## config.mk

```make
export PLATFORM = sky130hd
export DESIGN_NAME = tagValidStore
export DESIGN_NICKNAME = d
export VERILOG_FILES = /design/src/verilog/cachePkg.sv /design/src/verilog/tagValidStore.sv
export VERILOG_INCLUDE_DIRS = /design/src /design/src/verilog
export SDC_FILE = /design/constraint.sdc
export NUM_CORES = 1
export LEC_CHECK = 0
export BUFFER_PORTS_ARGS = -buffer_cell sky130_fd_sc_hd__buf_4
export CORE_UTILIZATION = 55
export CTS_CLUSTER_DIAMETER = 200
export DETAILED_ROUTE_END_ITERATION = 10
export GPL_TIMING_DRIVEN = 0
export PLACE_DENSITY_LB_ADDON = 0.05
export SLEW_MARGIN = 20
export SYNTH_ARGS = -nofsm -noshare
export SYNTH_HDL_FRONTEND = slang
export SYNTH_SLANG_ARGS = --single-unit
```

## constraint.sdc

```tcl
create_clock -name Clock -period 1.3 [get_ports Clock]
set_input_delay 0.26 -clock Clock [delete_from_list [all_inputs] [get_ports Clock]]
set_output_delay 0.26 -clock Clock [all_outputs]
set_load 0.01 [all_outputs]
```

## src/verilog/cache_defines.svh

```systemverilog
// cache geometry for a 16-bit CPU bus, widths must agree (tag + index + word + byte = address)
`ifndef CACHE_DEFINES_SVH
`define CACHE_DEFINES_SVH

////////////////////////////// bus widths
`define CACHE_ADDR_W		32		// CPU and DRAM byte address
`define CACHE_DATA_W		16		// one bus word

////////////////////////////// line geometry
`define CACHE_WORD_W		3		// word select inside a line, address bits 3..1
`define CACHE_LINE_WORDS	8		// words per line
`define CACHE_INDEX_LO		4		// index starts above the line offset
`define CACHE_INDEX_W		5		// address bits 8..4
`define CACHE_LINES			32		// direct mapped, one line per index
`define CACHE_TAG_LO		9		// tag starts above the index
`define CACHE_TAG_W			23		// address bits 31..9

////////////////////////////// DRAM timing
`define CACHE_CAS_LATENCY	2		// cycles after CAS sampled low, must be 1 or more

`endif

```

## src/verilog/cachePkg.sv

```systemverilog
// shared cache types, field widths follow cache_defines.svh and the state enum must fit 4 bits
`default_nettype none

`include "cache_defines.svh"

package cachePkg;

	typedef logic [`CACHE_ADDR_W-1:0]	addr_t;		// byte address
	typedef logic [`CACHE_DATA_W-1:0]	word_t;		// data word
	typedef logic [`CACHE_TAG_W-1:0]	tag_t;		// upper address bits kept per line
	typedef logic [`CACHE_INDEX_W-1:0]	index_t;	// line number
	typedef logic [`CACHE_WORD_W-1:0]	wordSel_t;	// word inside a line

	typedef enum logic [3:0]
	{
		ResetSweep,			// one cycle to clear the counter
		InvalidateLines,	// clear one valid bit per cycle
		Idle,				// wait for a DRAM bus cycle
		CheckHit,			// tag compare result is ready here
		HoldHitData,		// dtack low until the strobe rises
		StartFill,			// select DRAM, wait for a read CAS
		CasWait,			// count out the CAS latency
		BurstFill,			// store one word per cycle
		EndFill,			// hand the requested word to the CPU
		WriteThrough		// relay the write and its acknowledge
	} cacheState_t;

endpackage

`default_nettype wire

```

## src/verilog/tagValidStore.sv

```systemverilog
// tag and valid memory with registered read, hit lags lineIndex by one cycle and valid bits need the sweep
`default_nettype none

`include "cache_defines.svh"

module tagValidStore import cachePkg::*;
(
	input	wire logic		Clock,
	input	wire logic		Reset_L,		// async, active low

	input	wire index_t	lineIndex,		// read and write address
	input	wire tag_t		cpuTag,			// tag to store and to compare

	input	wire logic		tagWrite,
	input	wire logic		validWrite,
	input	wire logic		validValue,

	output	logic			hit				// registered tag matches and line valid
);

	tag_t					tagMem [`CACHE_LINES];		// one tag per line
	logic [`CACHE_LINES-1:0]	validBits;				// cleared by the controller sweep

	tag_t					tagRead;		// tag at last cycle's index
	tag_t					cpuTagRead;		// CPU tag of the same cycle
	logic					validRead;

	////////////////////////////// memories

	always_ff @(posedge Clock)
	begin
		if (tagWrite)
			tagMem[lineIndex] <= cpuTag;
		if (validWrite)
			validBits[lineIndex] <= validValue;
	end

	////////////////////////////// registered read

	always_ff @(posedge Clock)
	begin
		tagRead <= tagMem[lineIndex];		// old contents on a same-cycle write
		cpuTagRead <= cpuTag;
	end

	always_ff @(posedge Clock or negedge Reset_L)
	begin
		if (!Reset_L)
			validRead <= 1'b0;				// no hit straight out of reset
		else
			validRead <= validBits[lineIndex];
	end

	assign hit = validRead && (tagRead == cpuTagRead);

	////////////////////////////// checks

	// a freshly written line hits once the read register catches up
	assert property (@(posedge Clock) disable iff (!Reset_L)
		(tagWrite && validWrite && validValue)
		##1 (!tagWrite && !validWrite && $stable(lineIndex) && $stable(cpuTag))
		|=> hit);

endmodule

`default_nettype wire

```

# Yosys cells after proc, flatten, opt, wreduce, memory -nomap -nowiden
# Memory sizes are Yosys's and may differ from the RTL's. A register that Yosys moved wholly into a read port is not among the register bits.
# Index checks and enable logic that the tools add are counted.
dict set report word_totals {
  ff_bits 56
  mem_bits_rw 736
  input_bits 33
  wordCells 16
  mem_count 1
}
dict set report classes {
  order_cmp 2
  n_eq_ne 1
  n_mux 7
  n_reduce_logical 2
}
# name depth width rd rd_ports_with_merged_regs wr line
set mem_list {}
lappend mem_list {tagMem 32 23 1 1 1 tagValidStore.sv:21} ;# tag_t tagMem [`CACHE_LINES];
# operator count
set op_table {}
lappend op_table {{$bwmux W32} 1}
lappend op_table {{$eq A23 B23 Y1} 1}
lappend op_table {{$lt A5 B6 Y1 const B} 1}
lappend op_table {{$bmux W1 S5} 1}
lappend op_table {{$demux W1 S5} 1}
lappend op_table {{$ge A5 B1 Y1 const B} 1}
lappend op_table {{$mux W1} 4}
lappend op_table {{$logic_and A1 B1 Y1} 2}

# Longest topological paths before layout
dict set report depth {
  ltp_word 5
  depth_mapped 7
  depth_no_buf 4
}

# Worst setup path after synthesis
# Ideal clock, no wire load.
dict set report synth_path {
  path_kind {in2reg}
  start {input lineIndex[4]}
  end {memory tagMem[18][0] in the netlist's numbering, enable pin}
  arrival_ns 2.205
  t_required_ns 0.897
  setup_slack_ns -1.308
  stages 5
  path_buffers 3
  path_cell_list {buf_2 buf_2 or3b_2 clkbuf_1 nor2_1}
}
# element line
set synth_lines {}
lappend synth_lines {{start, declared} tagValidStore.sv:11} ;# input wire index_t lineIndex,
lappend synth_lines {{end, declared} tagValidStore.sv:21}
# Straight into the memory's write port.

# Final worst setup path
dict set report layout_path {
  start {register cpuTagRead[21]}
  end {output hit}
}
dict set report layout_via {
  elab_chain_cells 2
}
# element line
set layout_lines {}
lappend layout_lines {{start, declared} tagValidStore.sv:25} ;# tag_t cpuTagRead;
lappend layout_lines {{start signal, assigned} tagValidStore.sv:43} ;# cpuTagRead <= cpuTag;
lappend layout_lines {{$eq A23 B23 Y1} tagValidStore.sv:54} ;# assign hit = validRead && (tagRead == cpuTagRead);
lappend layout_lines {{$logic_and A1 B1 Y1} tagValidStore.sv:54}
lappend layout_lines {{end, declared} tagValidStore.sv:18} ;# output logic hit
# No other way between the ends.

==> flow_summary.ini <==
[sta]
timing.final.ws_setup_ns = -1.21
drv_slew = 0
hold_ws_ns = 0.0574
final.setup_skew_ns = 0.0218
rsz0062_at_grt = yes
tightest_slew_ns = 1.03
timing.fmax_mhz = 398
final.period_utilization_pct = 193
finalSetupViolCount = 538
relSlewSlack_pct = 31.2
finalHoldViolations = 0
fin_crit_ns = 2.51

[clock_tree]
cts_buffers = 81
cts_tree = done
clk_path_buf_depth = 3
root_buffer = clkbuf_16
clkTransAtPathRegs_ns = 0.06
htreeDepth = 3
cts.sinks = 815
clkLatencyLatePin_ns = 0.63

[min_path]
hold_class = primary input to flop

[yosys]
synth.area.mux_share_pct = 12.5
synth_xor_area_share_pct = 0.655
syn_area_um2 = 30700
synth.avg_cell_area_um2 = 18.2
yosys.area_share.simple_pct = 3.11
synth-seq-cells = 815
ys_seq_area_share_pct = 78.1
synth_top_family_by_area = multiplexers
synthesis.nets = 1724
synth_cell_type_count = 27
synth_area_leaders = edfxtp_1 75%, mux2i_1 13%, o22ai_1 3.9%, dfxtp_1 3.0%, nor4_1 1.1%
synth_compound_area_share_pct = 3.93
synth_warnings = 0
synth_fa_ha_area_share_pct = 0
yosys.area.top_type_share_pct = 75.0
syn-instance-count = 1691
synth_largest_area_cell = edfxtp_1

[global_routing]
overflow = 0
antenna_found_initial = 1
track_usage_pct = 28.9
grt_pass1_vias = 16429
grt_max_degree = 34
grt_pass1_wl_um = 114000

[final_layout]
final_common_cell = edfxtp_1
fill_cells = 3562
drive_gt1_share_pct = 24.5
final_cell_mix = 768 x edfxtp_1, 373 x mux2i_1, 153 x o22ai_1
nets = 1993
area_delta_synth_final_pct = 23.7
fin_cells = 2774

[route]
drc_errors = 0
via_per_inst = 6.21
route.vias.total = 17238
dr.pass1.iters = 6
drt_iter0_drc = 1879
ant_nets = 0
wire_per_inst_um = 30.4
totalWireLength_um = 84400

[critical_path]
critPathTopFamily = simple AND/OR/NAND/NOR gates
slowest_delay_ns = 0.35
arrival_ns = 2.25
cp-end-kind = primary output
cp_num_buf_inv = 1
worstSetupPathType = flop to primary output
crit_slowest_cell = nor3_2
cp-start-kind = flop
critPathMaxFanout = 1
path_cells = xor2_2 > nor4_4 > nand4_1 > nor3_2 > buf_4
required_ns = 1.04

[run_status]
failed_checks = negative setup slack
status = finished with violations

[die]
coreArea_um2 = 55200
dieArea_um2 = 56800
start_util_pct = 55.7
die_height_um = 238
ios = 34
rows = 86
die_x_um = 238

[run]
maxCapViolations = 0

[pwr]
irDropWorstVdd_v = 0.00107
powerDensity_nw_per_um2 = 1440
leakagePower_nw = 13.2

[placed_design]
portBuffers = 32
detailed_place_hpwl_um = 45000
gp_congestion = 0.911
placed_cells = 2471
==> cell type report <==
cell class / instances / area [um^2] / share of cell area (%)
flip-flops and latches: 815 / 24000 / 63.1
multi-input cells: 801 / 7510 / 19.7
clock buffers: 108 / 2240 / 5.90
repair buffers: 168 / 2110 / 5.56
plain buffers: 93 / 958 / 2.52
well taps: 748 / 936 / 2.46
clock inverters: 37 / 241 / 0.635
diodes: 4 / 10.0 / 0.0263
==> path summary, 6_finish.rpt <==
check	start	to	slack, ns	depth (start not counted)
max reg2reg	tagMem[27][8]	tagRead[8]	-0.24	4
max	cpuTagRead[21]	hit	-1.21	5
min in group asynchronous	Reset_L	validRead	0.52	3
min reg2reg	tagMem[21][22]	tagRead[22]	0.62	4
max in group asynchronous	Reset_L	validRead	0.65	3
min	validValue	validBits[12]	0.06	1
==> metrics by stage <==
stage	area, um^2	power, W	util (%)	TNS (ns)	setup WS, ns
final	38000	0.0548	68.9	-117.06	-1.21
after global routing	38000	0.0561	68.9	-123.25	-1.18
after CTS	36700	0.0546	66.5	-194.49	-1.18
after detailed placement	32300	0.0324	58.5	-1131.30	-1.80
after global placement	32300	0.0323	58.5	-1105.44	-1.74
after floorplan	31100	0.0312	-	-536.78	-0.912
==> state kept, by name, indices dropped and copies added, names as in the netlist <==
| signal | count |
|---|---|
| validBits | 32 |
| tagMem | 736 |
| validRead | 1 |
| cpuTagRead | 23 |
| tagRead | 23 |
==> cells by family after synthesis <==
group                     after synthesis
AOI/OAI and AO/OA                     192
xor gates and xnor gates               23
buffers and inverters                 100
DFF                                   815
muxes                                 384
and+or+nand+nor                       177
==> synthesized netlist by cell type <==
cell type,number
edfxtp_1,768
or4b_1,3
nand2_1,25
nor4_1,52
buf_2,64
nor2_1,65
nand3_1,3
nor3_1,1
mux2i_1,384
dfrtp_1,1
dfxtp_1,46
nand4b_1,4
or3_1,1
nand4_1,4
o22ai_1,191
xnor2_1,7
xor2_1,16
o22ai_2,1
clkbuf_2,2
buf_6,7
buf_4,2
or4_1,1
or3b_2,4
or4b_4,1
nand4bb_1,6
clkbuf_1,25
nand3b_1,7
==> what timing repair did <==
item                                    4_1_cts  5_1_grt
pin swaps                                    47       44
hold buffers                                 25        0
endpoints found under the hold margin        24        0
gates cloned                                 15       11
setup buffers                                78       32
endpoints found under the setup margin      761      560
gates resized for setup                     155      152
==> power by group <==
| group | leakage [nW] | total (W) | switching, W | internal, W |
|---|---|---|---|---|
| logic | 4.67 | 0.00333 | 0.00208 | 0.00124 |
| clock network | 1.22 | 0.0222 | 0.00949 | 0.0127 |
| registers | 7.32 | 0.0293 | 0.000137 | 0.0291 |
| total | 13.2 | 0.0548 | 0.0117 | 0.0431 |
==> metal layers <==
metal	track usage [%]	up-vias	wire length [um]	part of all wire, %
met1	40.3	8836	33900	40
li1	-	7379	-	-
met2	46.1	837	40200	48
met5	0	-	0	0
met3	4.30	186	6750	8.0
met4	11.8	0	3540	4.2
Note: power is estimated with default switching activity, not from simulation.
