--- config.mk ---
export PLATFORM = sky130hd
export DESIGN_NAME = cacheController
export DESIGN_NICKNAME = d
export VERILOG_FILES = /design/src/verilog/cachePkg.sv /design/src/verilog/cacheController.sv
export VERILOG_INCLUDE_DIRS = /design/src /design/src/verilog
export SDC_FILE = /design/constraint.sdc
export NUM_CORES = 1
export LEC_CHECK = 0
export BUFFER_PORTS_ARGS = -buffer_cell sky130_fd_sc_hd__buf_2
export CAP_MARGIN = 20
export CORE_MARGIN = 3
export CORE_UTILIZATION = 43
export CTS_CLUSTER_DIAMETER = 80
export DETAILED_ROUTE_END_ITERATION = 10
export HOLD_SLACK_MARGIN = 0.03
export PLACE_DENSITY_LB_ADDON = 0.1
export SLEW_MARGIN = 40
export SYNTH_ARGS = -nofsm -noshare
export SYNTH_HDL_FRONTEND = slang
export SYNTH_SLANG_ARGS = --single-unit
--- constraint.sdc ---
create_clock -name Clock -period 3.3 [get_ports Clock]
set_input_delay 0.825 -clock Clock [delete_from_list [all_inputs] [get_ports Clock]]
set_output_delay 0.825 -clock Clock [all_outputs]
set_load 0.02 [all_outputs]
--- src/verilog/cache_defines.svh ---
// cache geometry for a 16-bit CPU bus, widths must agree (tag + index + word + byte = address)
`ifndef CACHE_DEFINES_SVH
`define CACHE_DEFINES_SVH

////////////////////////////// bus widths
`define CACHE_ADDR_W		32		// CPU and DRAM byte address
`define CACHE_DATA_W		16		// one bus word

////////////////////////////// line geometry
`define CACHE_WORD_W		3		// word select inside a line, address bits 3..1
`define CACHE_LINE_WORDS	8		// words per line
`define CACHE_INDEX_LO		4		// index starts above the line offset
`define CACHE_INDEX_W		5		// address bits 8..4
`define CACHE_LINES			32		// direct mapped, one line per index
`define CACHE_TAG_LO		9		// tag starts above the index
`define CACHE_TAG_W			23		// address bits 31..9

////////////////////////////// DRAM timing
`define CACHE_CAS_LATENCY	2		// cycles after CAS sampled low, must be 1 or more

`endif

--- src/verilog/cachePkg.sv ---
// shared cache types, field widths follow cache_defines.svh and the state enum must fit 4 bits
`default_nettype none

`include "cache_defines.svh"

package cachePkg;

	typedef logic [`CACHE_ADDR_W-1:0]	addr_t;		// byte address
	typedef logic [`CACHE_DATA_W-1:0]	word_t;		// data word
	typedef logic [`CACHE_TAG_W-1:0]	tag_t;		// upper address bits kept per line
	typedef logic [`CACHE_INDEX_W-1:0]	index_t;	// line number
	typedef logic [`CACHE_WORD_W-1:0]	wordSel_t;	// word inside a line

	typedef enum logic [3:0]
	{
		ResetSweep,			// one cycle to clear the counter
		InvalidateLines,	// clear one valid bit per cycle
		Idle,				// wait for a DRAM bus cycle
		CheckHit,			// tag compare result is ready here
		HoldHitData,		// dtack low until the strobe rises
		StartFill,			// select DRAM, wait for a read CAS
		CasWait,			// count out the CAS latency
		BurstFill,			// store one word per cycle
		EndFill,			// hand the requested word to the CPU
		WriteThrough		// relay the write and its acknowledge
	} cacheState_t;

endpackage

`default_nettype wire

--- src/verilog/cacheController.sv ---
// sequencing FSM, CPU must hold address and data until cpuAs_L rises, burst words arrive back to back
`default_nettype none

`include "cache_defines.svh"

module cacheController import cachePkg::*;
(
	input	wire logic		Clock,
	input	wire logic		Reset_L,		// async, active low

	input	wire addr_t		cpuAddress,		// held for the whole bus cycle
	input	wire logic		cpuAs_L,
	input	wire logic		cpuUds_L,
	input	wire logic		cpuLds_L,
	input	wire logic		cpuWe_L,		// low for a write
	input	wire logic		cpuDramSelect,	// high when the CPU addresses DRAM

	input	wire logic		hit,			// compare of the previous cycle's index
	input	wire logic		dramCas_L,
	input	wire logic		dramRas_L,		// low together with CAS means refresh
	input	wire logic		dramDtack_L,

	output	logic			cpuDtack_L,
	output	addr_t			dramAddress,
	output	logic			dramSelect_L,
	output	logic			dramAs_L,
	output	logic			dramWe_L,
	output	logic			dramUds_L,
	output	logic			dramLds_L,

	output	index_t			lineIndex,		// to both stores
	output	wordSel_t		wordSel,		// to the data store
	output	logic			tagWrite,
	output	logic			validWrite,
	output	logic			validValue,
	output	logic			dataWrite
);

	localparam index_t lastLine = index_t'(`CACHE_LINES - 1);			// end of the sweep
	localparam index_t lastWord = index_t'(`CACHE_LINE_WORDS - 1);		// end of a burst
	localparam index_t casLast = index_t'(`CACHE_CAS_LATENCY - 1);		// end of CAS wait

	cacheState_t	state;
	cacheState_t	nextState;
	index_t			burstCount;		// line number in the sweep, then latency and word count
	logic			burstClear;		// restart the count next cycle
	logic			cycleStart;		// CPU has begun a DRAM bus cycle
	index_t			cpuIndex;
	wordSel_t		cpuWord;
	addr_t			lineAddress;	// CPU address aligned to the line

	assign cycleStart = !cpuAs_L && cpuDramSelect;
	assign cpuIndex = cpuAddress[`CACHE_INDEX_LO +: `CACHE_INDEX_W];
	assign cpuWord = cpuAddress[1 +: `CACHE_WORD_W];		// bit 0 is the byte lane
	assign lineAddress = {cpuAddress[`CACHE_ADDR_W-1:`CACHE_INDEX_LO], {`CACHE_INDEX_LO{1'b0}}};

	////////////////////////////// state and counter registers

	always_ff @(posedge Clock or negedge Reset_L)
	begin
		if (!Reset_L)
			state <= ResetSweep;
		else
			state <= nextState;
	end

	always_ff @(posedge Clock or negedge Reset_L)
	begin
		if (!Reset_L)
			burstCount <= '0;
		else if (burstClear)
			burstCount <= '0;
		else
			burstCount <= burstCount + index_t'(1);		// wraps, only compared where bounded
	end

	////////////////////////////// next state and outputs

	always_comb
	begin
		nextState = state;
		burstClear = 1'b0;

		cpuDtack_L = 1'b1;			// CPU stalls until a state says otherwise
		dramAddress = lineAddress;	// fills always start at word 0
		dramSelect_L = 1'b1;
		dramAs_L = cpuAs_L;
		dramWe_L = cpuWe_L;
		dramUds_L = cpuUds_L;		// CPU strobes pass through for writes
		dramLds_L = cpuLds_L;

		lineIndex = cpuIndex;
		wordSel = cpuWord;
		tagWrite = 1'b0;
		validWrite = 1'b0;
		validValue = 1'b0;
		dataWrite = 1'b0;

		case (state)
			ResetSweep:
			begin
				burstClear = 1'b1;				// sweep starts at line 0
				nextState = InvalidateLines;
			end

			InvalidateLines:
			begin
				lineIndex = burstCount;			// walk every line
				validWrite = 1'b1;				// validValue stays 0
				if (burstCount == lastLine)
					nextState = Idle;
			end

			Idle:
			begin
				if (cycleStart)
					nextState = cpuWe_L ? CheckHit : WriteThrough;
			end

			CheckHit:
			begin
				dramUds_L = 1'b0;				// reads always fetch both bytes
				dramLds_L = 1'b0;
				if (hit)
				begin
					cpuDtack_L = 1'b0;			// word is already on lineData
					nextState = HoldHitData;
				end
				else
					nextState = StartFill;
			end

			HoldHitData:
			begin
				dramUds_L = 1'b0;
				dramLds_L = 1'b0;
				cpuDtack_L = 1'b0;
				if (cpuAs_L)
					nextState = Idle;			// CPU ended the cycle
			end

			StartFill:
			begin
				dramUds_L = 1'b0;
				dramLds_L = 1'b0;
				dramSelect_L = 1'b0;
				burstClear = 1'b1;				// latency counts from the CAS sample
				if (!dramCas_L && dramRas_L)	// read CAS, refresh ignored
					nextState = CasWait;
			end

			CasWait:
			begin
				dramUds_L = 1'b0;
				dramLds_L = 1'b0;
				dramSelect_L = 1'b0;
				if (burstCount == casLast)
				begin
					burstClear = 1'b1;			// count words from 0
					nextState = BurstFill;
				end
			end

			BurstFill:
			begin
				dramUds_L = 1'b0;
				dramLds_L = 1'b0;
				dramSelect_L = 1'b0;
				wordSel = burstCount[`CACHE_WORD_W-1:0];
				dataWrite = 1'b1;				// one word lands per cycle
				if (burstCount == lastWord)
				begin
					// line turns valid together with its last word
					tagWrite = 1'b1;
					validWrite = 1'b1;
					validValue = 1'b1;
					nextState = EndFill;
				end
			end

			EndFill:
			begin
				dramUds_L = 1'b0;
				dramLds_L = 1'b0;
				cpuDtack_L = 1'b0;				// requested word from the filled line
				if (cpuAs_L)
					nextState = Idle;
			end

			WriteThrough:
			begin
				dramAddress = cpuAddress;		// exact byte address
				dramSelect_L = cpuAs_L;			// released as soon as the CPU lets go
				cpuDtack_L = dramDtack_L;		// relay the DRAM acknowledge
				validWrite = hit;				// drop a stale cached copy
				if (cpuAs_L)
					nextState = Idle;
			end

			default:
				nextState = ResetSweep;
		endcase
	end

	////////////////////////////// checks

	// data store is only loaded from an active DRAM read inside the CPU's read cycle
	assert property (@(posedge Clock) disable iff (!Reset_L)
		dataWrite |-> !dramSelect_L && dramWe_L && !cpuAs_L && cpuDramSelect);

	// a new tag goes in valid, and only at the end of a whole line of data writes
	assert property (@(posedge Clock) disable iff (!Reset_L)
		tagWrite |-> validWrite && validValue && $past(dataWrite, `CACHE_LINE_WORDS - 1));

endmodule

`default_nettype wire

Word level (Yosys, flattened, before mapping)
Index checks and enable logic that the tools add are counted.
- reductions and logical operators: 11
- add/subtract/negate cells: 1
- mux-type cells: 24
- eq/ne operators: 18
- operator list (kind ; count):
    two-way mux 4 bit ; 8
    case mux 4 bit (8 select lines) ; 1
    equality test 4 x 3 -> 1 bit, second input constant ; 4
    two-way mux 5 bit ; 2
    inequality test 2 bit, second input constant ; 5
    equality test 4 x 2 -> 1 bit, second input constant ; 2
    equality test 4 bit, second input constant ; 2
    two-way mux 1 bit ; 8
    case mux 1 bit (3 select lines) ; 2
    AND reduction 6 bit ; 1
    OR reduction 3 bit ; 2
    OR reduction 6 bit ; 1
    adder 5 x 1 -> 5 bit, second input constant ; 1
    equality test 5 x 1 -> 1 bit, second input constant ; 1
    equality test 5 x 3 -> 1 bit, second input constant ; 1
    equality test 5 bit, second input constant ; 1
    equality test 4 x 1 -> 1 bit, second input constant ; 1
    logical NOT 4 bit ; 1
    case mux 1 bit (2 select lines) ; 2
    OR reduction 2 bit ; 2
    two-way mux 3 bit ; 1
    logical AND 1 bit ; 2
    logical NOT 1 bit ; 2
    inequality test 2 x 1 -> 1 bit, second input constant ; 1
- bits in registers: 9
- bits of input ports: 43

Depth between registers and ports, before layout
Gate-level depths: netlist of run 1.
- word-level depth: 4
- depth in mapped cells: 7

Least setup slack after synthesis of run 1
No wires, ideal clock.
- path kind: in2out
- from: in cpuAs_L
- to: out dramSelect_L
- path slack: 0.944 ns
- required time: 2.475 ns
- cell stages on the path: 3
- data arrival time: 1.531 ns
- buffers on the path: 0
- cells stage by stage: nor2_1 a21o_1 a21boi_0
- word-level cells in the longest chain between the ends: 1
- ends and longest elaborated chain (item ; RTL line ; source):
    start: declaration ; cacheController.sv:12 ; input wire logic cpuAs_L,
    case mux 1 bit (2 select lines) ; cacheController.sv:99 ; case (state)
    end: declaration ; cacheController.sv:25 ; output logic dramSelect_L,
Every way passes these cells.

Final worst setup path of run 1
- from: reg state[1]
- to: out lineIndex[0]
- word-level cells in the longest chain between the ends: 2
- ends and longest elaborated chain (item ; RTL line ; source):
    start: declaration ; cacheController.sv:43 ; cacheState_t state;
    start signal: assignment ; cacheController.sv:62 ; state <= ResetSweep;
    start signal: assignment ; cacheController.sv:64 ; state <= nextState;
    equality test 4 x 1 -> 1 bit ; cacheController.sv:99 ;
    two-way mux 5 bit ; cacheController.sv:99 ;
    end: declaration ; cacheController.sv:31 ; output index_t lineIndex,
Every way passes these cells.

==> results of run 1 <==
-- worst max-delay path by stage --
stage,from,endpoint,cells after the start
CTS,state[1],lineIndex[0],4
global placement,state[1],lineIndex[4],4
detailed placement,state[1],lineIndex[0],4
floorplan,cpuAs_L,dramSelect_L,3
global route,state[1],lineIndex[0],4
finish,state[1],lineIndex[0],4
-- area by class of cell --
cell class / count / area, um2 / share of cell area [%]
multi-input combinational: 84 / 671 / 55.0
timing repair buffer: 47 / 238 / 19.5
sequential: 9 / 225 / 18.5
tap: 30 / 37.5 / 3.08
clock buffer: 4 / 26.3 / 2.16
inverter: 5 / 21.3 / 1.75
-- synthesized netlist by cell type (3+ instances only) --
cell      number  area (um2)
inv_1          4        15.0
ha_1           3        37.5
nor2_1        13        48.8
buf_4         32         240
nand2b_1       7        43.8
o21ai_0        4        20.0
dfrtp_1        9         225
and3_1         4        25.0
mux2_2         7        78.8
nor2b_1        3        18.8
buf_2          5        25.0
a21oi_1        6        30.0
-- flip-flops by register name, indices dropped and copies added (netlist names) --
signal / flops
burstCount: 5
state: 4
-- cells in the final DEF, fill, tap and decap left out, types with 2 or more instances in the layout --
cell type	instances
nor2b_1	3
ha_1	3
o21ai_0	4
inv_1	4
and2_1	2
nor2_1	13
dfrtp_1	9
nand2_1	2
mux2_2	7
a41oi_1	2
buf_2	46
nand3_1	2
nand2b_1	7
a21oi_1	6
and3_1	4
clkbuf_4	3
-- cells by family after synthesis --
kind of cell	share of synthesized area, %
xor+xnor	1.48
flops	19.0
buf+inv	24.5
fa+ha+maj	3.16
mux	7.60
simple gates	26.5
compound gates	17.8
-- through the flow --
| stage | instance area (um2) | worst slack [ns] |
|---|---|---|
| after floorplan | 1190 | 0.944 |
| after global placement | 1190 | 0.742 |
| after detailed placement | 1190 | 0.676 |
| after CTS | 1220 | 0.399 |
| after global routing | 1220 | 0.267 |
| final | 1220 | 0.416 |
-- metal layers --
layer | GRT usage [%] | up-vias | wire (um)
li1 | - | 474 | -
met1 | 19.9 | 434 | 1100
met2 | 22.3 | 33 | 1220
met3 | 1.32 | 24 | 176
met4 | 11.3 | 0 | 102
met5 | 0 | - | 0
-- power groups by stage --
stage	clock network, uW	registers [uW]	logic (uW)
after floorplan	0	193	664
after global placement	0	256	711
after detailed placement	0	258	719
after CTS	85.6	256	721
after global routing	92.6	269	783
final	82.5	256	711
==> impl_metrics.toml, run 1 <==
[clock_tree]
clk_path_buf_depth = 2
clock_latency_ns = 0.26
post_cts_resized = 0
cts_tree = "yes"
htreeDepth = 1
root_buffer = "clkbuf_4"
cts_buffers = 3
ctsHoldBuffers = 0
post_cts_buffers = 0
cts_sinks = 9
clkTransAtPathRegs_ns = 0.06

[yosys]
synthArstFlopShare_pct = 100
synth_flop_cell = "dfrtp_1"
yosys_warnings = 0
synth_cells = 136
synth_cell_types = 47
syn_nets = 182
ys_seq_area_share_pct = 19.0
avgSynthCellArea_um2 = 8.72
synth-edff-count = 0
ys_ff_latch = 9
syn_area_um2 = 1190

[pwr]
combPwrFrac_pct = 67.7
ir_drop_v = 0.000524
switchingPower_uw = 526
swShare_pct = 50.1
power.internal_uw = 524
seqPwrFrac_pct = 24.4
powerDensity_nw_per_um2 = 862
total_power_uw = 1050
leakage_uw = 0.000606
pwr-share-clk_pct = 7.9

[setup_path]
reg2reg_depth = 7
slowest_stage = "dfrtp_1"
arrival_ns = 2.06
crit_path_start_kind = "register"
ff2ff_setup_slack_ns = 1.07
worstReg2RegStart = "burstCount[0]"
crit_family = "simple AND/OR/NAND/NOR gates"
cp_slowest_stage_delay_ns = 0.60
cp_max_fo = 20
crit_buf_inv = 1
cp.required_ns = 2.47
path_class = "reg -> out"
end_kind = "output port"
path_cells = "nor2b_1 > and2_1 > mux2_2 > buf_2"
r2r-end = "state[0]"

[placed_design]
place_inst = 175
gp_congestion = 0.749
place_hpwl_mm = 2.10
portBuffers = 46

[cells_and_area]
area_delta_synth_final_pct = 2.74
diodes = 0
finish.utilization_pct = 47.9
fin_cells = 179
final_net_count = 196
fillers = 279
drive_gt1_share_pct = 47.0

[sta]
period_needed_ns = 2.88
maxSlewHeadroom_pct = 58.8
whs_ns = 0.403
setup_viol_count_final = 0
skew_ns = 0.00638
clock.fmax_mhz = 347
hold_viol = 0
fin_tns_setup_ns = 0
fin_crit_sh_pct = 87.4
worst_slew_pin_slew_ns = 0.618
rsz0062_at_grt = "no"
finalMaxSlewViolations = 0

[routing]
drt_iter0_drc = 31
via_per_inst = 5.39
drt-total-wl_mm = 2.60
drt.antenna.violating_nets = 0
remaining_drc_errors = 0
wl_per_cell_um = 14.5
dr.pass1.iters = 4
vias = 965

[global_routing]
grtUsageTotal_pct = 15.0
grt_pass1_vias = 888
grt_pass1_wl_mm = 4.04
grt_max_degree = 22
gr-total-overflow = 0
antenna_found_initial = 0

[floorplanning]
io_pins = 93
die_area_um2 = 3420
die_w_um = 58.5
die_h_um = 58.5
initial_core_util_pct = 46.6
core-area_um2 = 2540
rows = 18

[run]
maxCapViolCount = 0

[min_path]
hold_class = "in -> async"

[status]
run_status = "finished, final reports clean"
Power figures use the tool's default switching activity.
==> inputs of run 2 (changes only) <==
ABC_AREA = 1   (was unset)
CORE_UTILIZATION = 41   (was 43)
==> run 2 against run 1 <==
Compared with the run above: area after synthesis is 10% lower; routed wire length hardly changed; global-route usage is 0.75 points higher; sequential power is 19% lower; utilization is 0.19 points higher; fmax is 13% higher; register-to-register slack better by 0.59 ns; sequential cell count stayed put; die area is 5.2% lower; non-clock buffer count is 1 lower; design area is 7.7% lower; worst hold slack better by 0.0068 ns; largest cell class unchanged; largest power group unchanged.
==> impl_metrics.toml, run 2 <==
[status]
run_status = "finished, final reports clean"

[sta]
clock.fmax_mhz = 391
fin_tns_setup_ns = 0
fin_crit_sh_pct = 77.5
finalMaxSlewViolations = 0
skew_ns = 0.000311
maxSlewHeadroom_pct = 78.7
worst_slew_pin_slew_ns = 0.318
setup_viol_count_final = 0
setup_slack_ns = 0.742
period_needed_ns = 2.56
hold_viol = 0
rsz0062_at_grt = "no"

[yosys]
ys_ff_latch = 9
synth_cell_types = 17
syn_area_um2 = 1070
synth-edff-count = 0
yosys_warnings = 0
synth_most_common_cell = "nand2_1"
synth_top_area_share_pct = 21.8
avgSynthCellArea_um2 = 6.27
synth_top_area_cell = "buf_4"
synth_flop_cell = "dfrtp_1"
syn_nets = 216
synth_cells = 170
yosys-top-cells-area = "buf_4 (22%), dfrtp_1 (21%), nand2_1 (15%)"
synthTopCellsByCount = "nand2_1 (43), buf_4 (31), inv_1 (24)"
synthArstFlopShare_pct = 100
ys_seq_area_share_pct = 21.1

[placed_design]
portBuffers = 46
place_hpwl_mm = 2.21
dp_slack_ns = 1.00
gp_congestion = 0.896
placed_area_um2 = 1100

[setup_path]
crit_path_start_kind = "register"
end_kind = "output port"
path_class = "reg -> out"
slowest_stage = "dfrtp_1"
cp.required_ns = 2.47
crit_buf_inv = 3
path_cells = "inv_1 > nand2_1 > nor2_4 > inv_1 > nor2_1 > nor2_1 > o21ai_0 > buf_2"
ff2ff_setup_slack_ns = 1.66
cp_slowest_stage_delay_ns = 0.44
cp_max_fo = 9
crit_family = "simple AND/OR/NAND/NOR gates"
arrival_ns = 1.73

[cells_and_area]
top_register = "burstCount"
final_net_count = 236
fin_area_um2 = 1120
largest_register_ffs = 5
layout_common_cells = "buf_2 (46), nand2_1 (43), inv_1 (24), nor2_1 (21), nand3_1 (14)"
drive_gt1_share_pct = 32.3
finish.utilization_pct = 48.1
area_delta_synth_final_pct = 5.52
layout_commonest_cell = "buf_2"
top_regs = "burstCount x5, state x4"
diodes = 0
fillers = 269

[global_routing]
grt_pass1_vias = 1003
antenna_found_initial = 0
grt_pass1_wl_mm = 4.20
grtUsageTotal_pct = 15.7
grt_max_degree = 11
gr-total-overflow = 0

[routing]
via_per_inst = 4.73
vias = 1026
remaining_drc_errors = 0
drt-total-wl_mm = 2.60
drt_iter0_drc = 21
drt.antenna.violating_nets = 0
wl_per_cell_um = 12.0
dr.pass1.iters = 4

[pwr]
leakage_uw = 0.000676
powerDensity_nw_per_um2 = 774
total_power_uw = 871
ir_drop_v = 0.000456

[floorplanning]
io_pins = 93
core-area_um2 = 2340
die_w_um = 57.0
initial_core_util_pct = 45.6
die_h_um = 57.0
rows = 17
die_area_um2 = 3250

[min_path]
hold_class = "in -> async"

[clock_tree]
cts_sinks = 9
clk_path_buf_depth = 2
clkTransAtPathRegs_ns = 0.06
ctsHoldBuffers = 0
htreeDepth = 1
cts_buffers = 3
cts_tree = "yes"
root_buffer = "clkbuf_4"
post_cts_buffers = 0
post_cts_resized = 0
clock_latency_ns = 0.25

[run]
maxCapViolCount = 0
run 2: cell types whose count changed after synthesis, sizes merged, moves of 6 or more:
cell    before  now
nand2        2   47
inv          5   24
nor2        13   27
buf         37   31
nand3        3   14
nand2b       7    0
mux2         8    0
run 2: final timing paths:
path / endpoint / cells after the start / from
setup / recovery: validWrite / 8 / state[3]
hold / removal: burstCount[0] / 1 / Reset_L
setup reg to reg: state[0] / 9 / burstCount[0]
hold reg to reg: state[2] / 2 / state[2]
max in group asynchronous: state[0] / 1 / Reset_L
min in group Clock: state[2] / 2 / state[2]
run 2: where the power goes:
| part | switching, uW | internal, uW | total [uW] |
|---|---|---|---|
| logic | 391 | 192 | 583 |
| clock network | 33.6 | 46.3 | 79.9 |
| registers | 56.2 | 152 | 208 |
run 2: area by class of cell:
| cell class | count | area [um2] | share of cell area [%] |
|---|---|---|---|
| Inverter | 24 | 90.1 | 8.01 |
| Multi-Input combinational cell | 106 | 518 | 46.1 |
| Sequential cell | 9 | 225 | 20.0 |
| Clock buffer | 4 | 26.3 | 2.34 |
| Tap cell | 28 | 35.0 | 3.11 |
| Timing Repair Buffer | 46 | 230 | 20.5 |
run 2: per-stage QoR:
step / hold WS (ns) / std cells
floorplan: 0.494 / 170
global placement: 0.526 / 213
detailed placement: 0.529 / 213
CTS: 0.408 / 217
global route: 0.409 / 217
finish: 0.410 / 217
run 2: cell families after synthesis:
logic type	synth area share, %
flip-flops	21.1
AO/OA/AOI/OAI	7.51
adder cells (fa/ha/maj)	3.52
AND/OR/NAND/NOR	35.9
buffers and inverters	30.3
XOR/XNOR	1.64
run 2: per-layer routing:
layer,vias to the layer above,track usage [%],routed length [um]
li1,525,-,-
met1,457,18.3,1100
met2,22,27.1,1250
met3,22,1.81,170
met4,0,9.93,85
met5,-,0,0
